**config.mk**
```make
export PLATFORM = sky130hd
export DESIGN_NAME = rp_analog_top
export DESIGN_NICKNAME = d
export VERILOG_FILES = /design/src/source/rp_pkg.sv /design/src/source/adc_frontend.sv /design/src/source/dac_mixer.sv /design/src/source/exp_pin_mux.sv /design/src/source/reset_ctrl.sv /design/src/source/rp_analog_top.sv
export SDC_FILE = /design/constraint.sdc
export NUM_CORES = 1
export LEC_CHECK = 0
export BUFFER_PORTS_ARGS = -buffer_cell sky130_fd_sc_hd__buf_2
export CAP_MARGIN = 15
export CORE_MARGIN = 1
export CORE_UTILIZATION = 29
export CTS_CLUSTER_DIAMETER = 30
export DETAILED_ROUTE_END_ITERATION = 7
export GPL_ROUTABILITY_DRIVEN = 0
export PLACE_DENSITY_LB_ADDON = 0.25
export SYNTH_ARGS = -nofsm -noshare
export SYNTH_HDL_FRONTEND = slang
export SYNTH_SLANG_ARGS = --single-unit
```
**constraint.sdc**
```tcl
create_clock -name adc_clk -period 2.7 [get_ports adc_clk]
set_clock_uncertainty 0.1 [all_clocks]
set_input_delay 0.135 -clock adc_clk [delete_from_list [all_inputs] [get_ports adc_clk]]
set_output_delay 0.135 -clock adc_clk [all_outputs]
set_load 0.05 [all_outputs]
```
**src/source/rp_pkg.sv**
```systemverilog
package rp_pkg;

//////////////////////////////////////////////////////////////////////
// Widths
//////////////////////////////////////////////////////////////////////

localparam int ADC_W      = 16;  // ADC sample
localparam int DAC_W      = 14;  // DAC sample
localparam int SUM_W      = 15;  // Mixer sum, one guard bit
localparam int EXP_W      = 11;  // Expansion pins per row
localparam int DAISY_W    = 16;  // Received daisy word
localparam int CNT_W      = 32;  // Unlock counter
localparam int RST_STAGES = 2;   // Reset synchronizer depth

//////////////////////////////////////////////////////////////////////
// Sample and vector types
//////////////////////////////////////////////////////////////////////

typedef logic        [ADC_W-1:0] adc_raw_t;    // Negative-slope ADC word
typedef logic signed [ADC_W-1:0] adc_smp_t;    // Two's complement ADC sample
typedef logic signed [DAC_W-1:0] dac_smp_t;    // Two's complement DAC sample
typedef logic        [DAC_W-1:0] dac_code_t;   // Negative-slope DAC code
typedef logic        [EXP_W-1:0] exp_vec_t;    // One bit per pin
typedef logic        [CNT_W-1:0] unlock_cnt_t; // Cycles without PLL lock

// Channel pairs, channel a in the low half
typedef struct packed {
  adc_raw_t b;
  adc_raw_t a;
} raw_pair_t;

typedef struct packed {
  adc_smp_t b;
  adc_smp_t a;
} adc_pair_t;

// Generator, controller and loopback samples
typedef struct packed {
  dac_smp_t b;
  dac_smp_t a;
} smp_pair_t;

typedef struct packed {
  dac_code_t b;
  dac_code_t a;
} dac_pair_t;

// Daisy mode, sync_mode lands on bit 0
typedef struct packed {
  logic trig_src_gen;  // 1 generator trigger, 0 scope trigger
  logic trig_out_en;   // n[0] drives the trigger out
  logic sync_mode;     // Daisy trigger masks external trigger
} daisy_mode_t;

endpackage : rp_pkg

```
**src/source/adc_frontend.sv**
```systemverilog
module adc_frontend import rp_pkg::*; (
  input  logic      adc_clk,
  input  logic      rst_n_i,
  input  logic      digital_loop_i,  // DAC values replace ADC
  input  raw_pair_t adc_raw_i,       // Straight from the converter
  input  smp_pair_t loop_i,          // Clamped mixer sums
  output adc_pair_t adc_o
);

adc_pair_t adc_d;  // Next sample pair

//////////////////////////////////////////////////////////////////////
// Code conversion
//////////////////////////////////////////////////////////////////////

// Negative slope to two's complement, MSB kept
function automatic adc_smp_t adc_conv(
  input adc_raw_t raw,
  input logic     loop_en,
  input dac_smp_t loop
);
  if (loop_en) begin
    return {{(ADC_W-DAC_W){1'b0}}, loop};  // Zero extended, not sign extended
  end
  return {raw[ADC_W-1], ~raw[ADC_W-2:0]};
endfunction

always_comb begin
  adc_d.a = adc_conv(adc_raw_i.a, digital_loop_i, loop_i.a);  // CH 1
  adc_d.b = adc_conv(adc_raw_i.b, digital_loop_i, loop_i.b);  // CH 2
end

//////////////////////////////////////////////////////////////////////
// Output register
//////////////////////////////////////////////////////////////////////

always_ff @(posedge adc_clk or negedge rst_n_i) begin
  if (!rst_n_i) begin
    adc_o <= '0;
  end else begin
    adc_o <= adc_d;
  end
end

endmodule : adc_frontend

```
**src/source/dac_mixer.sv**
```systemverilog
module dac_mixer import rp_pkg::*; (
  input  logic      adc_clk,
  input  logic      rst_n_i,
  input  smp_pair_t gen_i,   // Generator samples
  input  smp_pair_t ctl_i,   // Controller samples
  output smp_pair_t loop_o,  // Clamped sums, combinational
  output dac_pair_t dac_o    // Negative-slope codes
);

logic signed [SUM_W-1:0] sum_a;  // CH 1 raw sum
logic signed [SUM_W-1:0] sum_b;  // CH 2 raw sum

//////////////////////////////////////////////////////////////////////
// Sum and saturation
//////////////////////////////////////////////////////////////////////

// Top two bits differ on overflow, clamp to the extreme of that sign
function automatic dac_smp_t sat(input logic signed [SUM_W-1:0] sum);
  if (sum[SUM_W-1] ^ sum[SUM_W-2]) begin
    return {sum[SUM_W-1], {(DAC_W-1){~sum[SUM_W-1]}}};
  end
  return sum[DAC_W-1:0];
endfunction

// Back to negative slope for the converter
function automatic dac_code_t neg_slope(input dac_smp_t smp);
  return {smp[DAC_W-1], ~smp[DAC_W-2:0]};
endfunction

assign sum_a = gen_i.a + ctl_i.a;  // Sign extended to SUM_W
assign sum_b = gen_i.b + ctl_i.b;

always_comb begin
  loop_o.a = sat(sum_a);
  loop_o.b = sat(sum_b);
end

//////////////////////////////////////////////////////////////////////
// Output register
//////////////////////////////////////////////////////////////////////

always_ff @(posedge adc_clk or negedge rst_n_i) begin
  if (!rst_n_i) begin
    dac_o <= '0;  // Nothing driven in reset
  end else begin
    dac_o.a <= neg_slope(loop_o.a);
    dac_o.b <= neg_slope(loop_o.b);
  end
end

// Code MSB is the clamped sign, which must match the sum one edge earlier
a_sign_a: assert property (@(posedge adc_clk)
  rst_n_i && $past(rst_n_i) |-> dac_o.a[DAC_W-1] == $past(sum_a[SUM_W-1]))
  else $error("CH 1 clamped sign differs from sum");

a_sign_b: assert property (@(posedge adc_clk)
  rst_n_i && $past(rst_n_i) |-> dac_o.b[DAC_W-1] == $past(sum_b[SUM_W-1]))
  else $error("CH 2 clamped sign differs from sum");

endmodule : dac_mixer

```
**src/source/exp_pin_mux.sv**
```systemverilog
module exp_pin_mux import rp_pkg::*; (
  input  logic               adc_clk,
  input  logic               rst_n_i,
  input  daisy_mode_t        mode_i,
  input  exp_vec_t           exp_p_i,       // P row inputs, p[0] is ext trigger
  input  exp_vec_t           exp_n_dat_i,   // Housekeeping data
  input  exp_vec_t           exp_n_dir_i,   // Housekeeping direction, 1 output
  input  logic [DAISY_W-1:0] daisy_dat_i,   // Received daisy word
  input  logic               gen_trig_i,
  input  logic               scope_trig_i,
  output exp_vec_t           exp_n_o,
  output exp_vec_t           exp_n_oe_o,
  output logic               trig_ext_o
);

logic     daisy_trig;
logic     trig_ext;
logic     trig_sel;   // Trigger for n[0]
exp_vec_t n_alt;      // Alternate function enable
exp_vec_t n_alt_dat;
exp_vec_t n_dat;
exp_vec_t n_dir;

//////////////////////////////////////////////////////////////////////
// Triggers
//////////////////////////////////////////////////////////////////////

assign daisy_trig = |daisy_dat_i;  // Any bit set
assign trig_ext   = exp_p_i[0] & ~(mode_i.sync_mode & daisy_trig);
assign trig_sel   = mode_i.trig_src_gen ? gen_trig_i : scope_trig_i;

//////////////////////////////////////////////////////////////////////
// Pin override
//////////////////////////////////////////////////////////////////////

// Only n[0] has an alternate function
assign n_alt     = {{(EXP_W-1){1'b0}}, mode_i.trig_out_en};
assign n_alt_dat = {{(EXP_W-1){1'b0}}, trig_sel};

assign n_dat = (n_alt & n_alt_dat) | (~n_alt & exp_n_dat_i);
assign n_dir = n_alt | exp_n_dir_i;  // Alternate pins always outputs

always_ff @(posedge adc_clk or negedge rst_n_i) begin
  if (!rst_n_i) begin
    exp_n_o    <= '0;
    exp_n_oe_o <= '0;  // All pins released
    trig_ext_o <= 1'b0;
  end else begin
    exp_n_o    <= n_dat;
    exp_n_oe_o <= n_dir;
    trig_ext_o <= trig_ext;
  end
end

a_trig_out_oe: assert property (@(posedge adc_clk)
  rst_n_i && $past(rst_n_i) && $past(mode_i.trig_out_en) |-> exp_n_oe_o[0])
  else $error("n[0] not enabled as trigger output");

endmodule : exp_pin_mux

```
**src/source/reset_ctrl.sv**
```systemverilog
module reset_ctrl import rp_pkg::*; (
  input  logic        adc_clk,
  input  logic        rst_n_i,       // Board reset, async
  input  logic        pll_locked_i,
  output logic        rst_n_o,       // Internal reset
  output unlock_cnt_t unlock_cnt_o
);

logic [RST_STAGES-1:0] sync_q;  // Lock synchronizer

//////////////////////////////////////////////////////////////////////
// Reset synchronizer
//////////////////////////////////////////////////////////////////////

// Cleared at once on lost lock, released after RST_STAGES locked edges
always_ff @(posedge adc_clk or negedge rst_n_i) begin
  if (!rst_n_i) begin
    sync_q <= '0;
  end else if (!pll_locked_i) begin
    sync_q <= '0;
  end else begin
    sync_q <= {sync_q[RST_STAGES-2:0], pll_locked_i};
  end
end

assign rst_n_o = sync_q[RST_STAGES-1];  // Last stage

//////////////////////////////////////////////////////////////////////
// Unlock counter
//////////////////////////////////////////////////////////////////////

always_ff @(posedge adc_clk or negedge rst_n_i) begin
  if (!rst_n_i) begin
    unlock_cnt_o <= '0;
  end else if (!pll_locked_i && !(&unlock_cnt_o)) begin
    unlock_cnt_o <= unlock_cnt_o + 1'b1;  // Holds at all ones
  end
end

// Release only with board reset high and lock held over the last edges
a_rst_follows_board: assert property (@(posedge adc_clk)
  rst_n_o |-> rst_n_i && $past(rst_n_i && pll_locked_i)
              && $past(rst_n_i && pll_locked_i, RST_STAGES))
  else $error("internal reset released without board reset high and PLL lock");

endmodule : reset_ctrl

```
**src/source/rp_analog_top.sv**
```systemverilog
module rp_analog_top import rp_pkg::*; (
  input  logic               adc_clk,
  input  logic               rst_n_i,
  input  logic               pll_locked_i,
  // ADC
  input  logic               digital_loop_i,
  input  raw_pair_t          adc_raw_i,
  output adc_pair_t          adc_o,
  // DAC
  input  smp_pair_t          gen_i,         // ASG samples
  input  smp_pair_t          ctl_i,         // PID samples
  output dac_pair_t          dac_o,
  // Expansion connector and triggers
  input  daisy_mode_t        mode_i,
  input  exp_vec_t           exp_p_i,
  input  exp_vec_t           exp_n_dat_i,
  input  exp_vec_t           exp_n_dir_i,
  input  logic [DAISY_W-1:0] daisy_dat_i,
  input  logic               gen_trig_i,
  input  logic               scope_trig_i,
  output exp_vec_t           exp_n_o,
  output exp_vec_t           exp_n_oe_o,
  output logic               trig_ext_o,
  // Diagnostics
  output unlock_cnt_t        unlock_cnt_o
);

logic      rst_n;  // Internal reset, lock qualified
smp_pair_t loop;   // Clamped sums for loopback

//////////////////////////////////////////////////////////////////////
// Reset
//////////////////////////////////////////////////////////////////////

reset_ctrl i_reset_ctrl (
  .adc_clk      (adc_clk     ),
  .rst_n_i      (rst_n_i     ),
  .pll_locked_i (pll_locked_i),
  .rst_n_o      (rst_n       ),
  .unlock_cnt_o (unlock_cnt_o)
);

//////////////////////////////////////////////////////////////////////
// Analog paths
//////////////////////////////////////////////////////////////////////

adc_frontend i_adc_frontend (
  .adc_clk        (adc_clk       ),
  .rst_n_i        (rst_n         ),
  .digital_loop_i (digital_loop_i),
  .adc_raw_i      (adc_raw_i     ),
  .loop_i         (loop          ),  // From the mixer
  .adc_o          (adc_o         )
);

dac_mixer i_dac_mixer (
  .adc_clk (adc_clk),
  .rst_n_i (rst_n  ),
  .gen_i   (gen_i  ),
  .ctl_i   (ctl_i  ),
  .loop_o  (loop   ),
  .dac_o   (dac_o  )
);

//////////////////////////////////////////////////////////////////////
// Expansion pins
//////////////////////////////////////////////////////////////////////

exp_pin_mux i_exp_pin_mux (
  .adc_clk      (adc_clk     ),
  .rst_n_i      (rst_n       ),
  .mode_i       (mode_i      ),
  .exp_p_i      (exp_p_i     ),
  .exp_n_dat_i  (exp_n_dat_i ),
  .exp_n_dir_i  (exp_n_dir_i ),
  .daisy_dat_i  (daisy_dat_i ),
  .gen_trig_i   (gen_trig_i  ),
  .scope_trig_i (scope_trig_i),
  .exp_n_o      (exp_n_o     ),
  .exp_n_oe_o   (exp_n_oe_o  ),
  .trig_ext_o   (trig_ext_o  )
);

endmodule : rp_analog_top

```
* Yosys cells after proc, flatten, opt, wreduce, memory -nomap -nowiden
Index checks and enable logic that the tools add are counted.
** Storage, ports and cells
- Register bits :: 117
- Input bits :: 146
- Output and inout bits :: 115
- Word-level logic and storage cells :: 46
** Cells by class
- Add/sub/neg operators :: 3
- Multiplexer cells :: 13
- Bitwise operators :: 16
- Reductions and logical operators :: 5
** Operators by type and width (number)
- two-way mux 16 bit :: 4
- two-way mux 14 bit :: 4
- adder 32 x 1 -> 32 bit (second input constant) :: 1
- AND reduction 32 bit :: 1
- adder 14 x 14 -> 15 bit :: 2
- NOT 15 bit :: 2
- NOT 13 bit :: 2
- OR reduction 16 bit :: 1
- AND 11 bit :: 1
- NOT 1 -> 11 bit :: 1
- OR 1 x 11 -> 11 bit :: 1
- OR 11 bit :: 1
- two-way mux 1 bit :: 4
- AND 1 bit :: 3
- NOT 1 bit :: 3
- zero test 1 bit :: 2
- two-way mux 2 bit :: 1
- XOR 1 bit :: 2
- logical AND 1 bit :: 1

* Longest topological paths before layout
- Word-level depth :: 6
- Depth in mapped cells :: 10
- Depth with buffers taken out :: 9

* Cells and area by module
Synthesis repeated with hierarchy kept, for this count alone.
** Second synthesis, totals
- Cells, all modules :: 564
- Area, all modules :: 6029.5 um2
** By module, submodules not included
- dac_mixer :: instances 1, cells each 286, area an instance 2553.7 um2, sequential area each 700.7 um2
- reset_ctrl :: instances 1, cells each 147, area an instance 1720.4 um2, sequential area each 850.8 um2
- adc_frontend :: instances 1, cells each 98, area an instance 1109.8 um2, sequential area each 800.8 um2
- exp_pin_mux :: instances 1, cells each 33, area an instance 645.6 um2, sequential area each 575.6 um2

* Worst setup path after synthesis
No wires, ideal clock.
- Path type :: input to register
- Start :: input gen_i[0] in the netlist's numbering
- End :: register, netlist name i_adc_frontend.adc_o[7]
- Library setup time :: 144 ps
- Arrival time :: 2289 ps
- Required time :: 2456 ps
- Slack :: 167 ps
- Cell stages on the path :: 10
- Buffers on the path :: 1
- Cells stage by stage :: ha_1 -> fa_1 -> a211oi_2 -> nor2_1 -> o311a_4 -> o31ai_4 -> o21ai_4 -> buf_6 -> a21oi_4 -> mux2i_1
** RTL lines
- start, declared :: line rp_analog_top.sv:10 : input smp_pair_t gen_i,

==> flow_metrics.py <==
metrics = {
    "critical_path": {
        "endpoint_kind": "flip-flop",
        "worstPathRequired_ps": 2890,
        "crit_chain": "buf_2 > ha_1 > fa_1 > a211oi_1 > o21ai_1 > a21o_1 > or2_1 > mux2_2 > a21oi_1 > mux2i_1",
        "worstRegToRegCells": 6,
        "worstSetupPathDepth": 10,
        "cp_max_fo": 12,
        "cp_top_family": "compound AO/OA/AOI/OAI gates",
        "critical_path_class": "primary input to flip-flop",
        "cp.buffers_inverters": 1,
        "arrival_ps": 2570,
        "slowest_delay_ps": 420,
        "start_kind": "primary input",
        "cp_slowest_cell": "fa_1",
    },
    "cts": {
        "cts_resized": 0,
        "cts.sinks": 117,
        "holdBufCountCts": 62,
        "clock_latency_ps": 420,
        "clk_path_buf_depth": 2,
        "htreeDepth": 4,
        "cts_tree": "yes",
        "cts_inserted_buffers": 17,
        "cts-root-buf": "clkbuf_16",
        "cts_setup_buffers": 0,
        "clkTransAtPathRegs_ps": 60,
    },
    "logic_synthesis": {
        "ys_ff_latch": 117,
        "syn_avg_cell_area_um2": 11.3,
        "yosys.area_share.simple_pct": 13.7,
        "yosys.area_share.adder_pct": 6.98,
        "synth_area_mm2": 0.00577,
        "async_flop_share_pct": 100,
        "synth_compound_area_share_pct": 15.3,
        "synth_xor_xnor_area_share_pct": 5.92,
        "synth_cell_type_count": 60,
        "synth_ff_type": "dfrtp_1",
        "synth_top_family_by_area": "compound AO/OA/AOI/OAI gates",
        "ys_seq_area_share_pct": 50.7,
        "yosysWarnings": 0,
        "synth_fp_nets": 689,
        "synth_edf_count": 0,
        "synthCells": 512,
        "synthMuxAreaShare_pct": 5.27,
    },
    "finish": {
        "nets": 1025,
        "area_growth_pct": 50.1,
        "final_common_cell": "buf_2",
        "utilization_pct": 44.5,
        "design_area_mm2": 0.00866,
        "drive_gt1_share_pct": 38.6,
        "fillers": 1899,
        "ff_latch_area_mm2": 0.00293,
        "final_cell_mix": "buf_2 (250), dfrtp_1 (116), dlygate4sd3_1 (62)",
        "diodes": 0,
        "multi_input_area_mm2": 0.00273,
    },
    "detailed_routing": {
        "antenna_violating_nets_post_route": 0,
        "drt_wl_total_um": 16300,
        "wl_per_cell_um": 14.4,
        "viasPerCell": 4.47,
        "drtIter0Drc": 144,
        "drc_errors": 0,
        "via_count": 5033,
        "dr.pass1.iters": 4,
    },
    "global_route": {
        "grt_pass1_wl_um": 25500,
        "grt_pass1_vias": 4964,
        "grt-ovfl-total": 0,
        "grt_usage_pct": 16.4,
        "antenna_found_initial": 0,
        "grt_max_degree": 46,
    },
    "die": {
        "die_x_um": 143,
        "io_pins": 261,
        "dieArea_mm2": 0.0205,
        "core_mm2": 0.0195,
        "die_h_um": 143,
        "rows": 51,
        "initial_core_util_pct": 29.7,
    },
    "timing": {
        "rsz0062_at_grt": "false",
        "finalWorstSetupSlack_ps": 325,
        "slew_headroom_pct": 49.7,
        "finalSetupTns_ps": 0,
        "fin_crit_sh_pct": 88.0,
        "report.final.setup_viol": 0,
        "maxSlewViolCount": 0,
        "min_period_ps": 2370,
        "fmax_ghz": 0.421,
        "hold_viol": 0,
        "worst_slew_pin_slew_ps": 755,
    },
    "power_and_ir_drop": {
        "vdd_ir_drop_max_uv": 430,
        "p_leak_nw": 4.36,
        "powerDensity_mw_per_mm2": 777,
    },
    "min_path": {
        "hp-class": "primary input to flip-flop",
        "holdPathStages": 3,
    },
    "placed_design": {
        "place_hpwl_um": 12300,
        "place_area_mm2": 0.00744,
        "io_buffers": 250,
        "dp_slack_ps": -71.3,
    },
    "flow_run": {
        "drv_cap": 0,
    },
    "status": {
        "outcome": "complete, no violations",
    },
}
layer usage:
layer / up-vias / routed length, µm / GRT usage, %
li1: 2523 / - / -
met1: 2335 / 7020 / 20.0
met2: 152 / 7950 / 26.9
met3: 23 / 1030 / 5.37
met4: 0 / 257 / 6.11
met5: - / 0 / 0
through the flow:
stage	hold WS, ps	std cells	power, mW
after global placement	143	1032	4.41
after CTS	13.2	1126	6.81
after detailed placement	144	1032	4.42
final	32.9	1126	6.73
after global routing	34.8	1126	7.05
after floorplan	-261	512	3.79
registers in the layout, indices dropped and copies added, names as in the netlist:
| register | count |
|---|---|
| i_adc_frontend.adc_o | 32 |
| i_dac_mixer.dac_o | 28 |
| i_exp_pin_mux.exp_n_o | 11 |
| i_exp_pin_mux.exp_n_oe_o | 11 |
| i_exp_pin_mux.trig_ext_o | 1 |
| i_reset_ctrl.sync_q | 2 |
| i_reset_ctrl.unlock_cnt_o | 32 |
synth_stat cells, types with 4 or more instances:
cell type,instances,area share [%]
a21oi_1,21,1.8
nor4_1,4,0.43
o21ai_1,5,0.43
ha_1,29,6.3
and3_1,7,0.76
mux2i_1,27,4.7
a21o_1,10,1.3
a21oi_2,10,1.5
o21ai_2,4,0.61
nor2_1,41,2.7
xnor2_1,15,2.3
xor2_1,24,3.6
o21ai_0,23,2.0
nand4_1,9,0.98
and4_1,6,0.91
clkbuf_1,4,0.26
inv_1,11,0.72
o21a_1,10,1.3
dfrtp_1,117,51
a211oi_1,7,0.91
and2_1,4,0.43
nor3_1,15,1.3
nand2b_1,7,0.76
nand3_1,17,1.5
nand2_1,31,2.0
o21ai_4,4,1.1
final timing paths:
kind                                              start                       endpoint  slack (ps)
setup reg to reg           i_reset_ctrl.unlock_cnt_o[5]  i_reset_ctrl.unlock_cnt_o[23]         460
setup / recovery                              gen_i[14]       i_adc_frontend.adc_o[28]         330
hold reg to reg                  i_reset_ctrl.sync_q[1]      i_exp_pin_mux.exp_n_o[10]         230
hold / removal                                ctl_i[15]          i_dac_mixer.dac_o[15]          30
min in group asynchronous                       rst_n_i   i_reset_ctrl.unlock_cnt_o[2]         220
max in group asynchronous        i_reset_ctrl.sync_q[1]       i_adc_frontend.adc_o[29]        1640
cell type report:
class	instances	share of cell area [%]
sequential	117	33.8
multi-input combinational	373	31.5
timing repair buffer	328	23.4
clock buffer	19	5.23
tap	265	3.83
clock inverter	13	1.72
inverter	11	0.477
worst min-delay path, cell delays in order:
cell     delay (ps)
buf_2           100
fa_1            170
o21ai_1          90
power breakdown:
group	internal (mW)	leakage (nW)	switching, mW
logic	0.678	2.61	1.60
clock network	1.42	0.287	0.868
registers	2.02	1.46	0.149
total	4.11	4.36	2.62
logic make-up after synthesis:
logic type,Yosys count
compound gates,117
xor+xnor,39
fa+ha+maj,31
buf+inv,22
flops,117
mux,30
simple gates,156
Power figures use the tool's default switching activity.
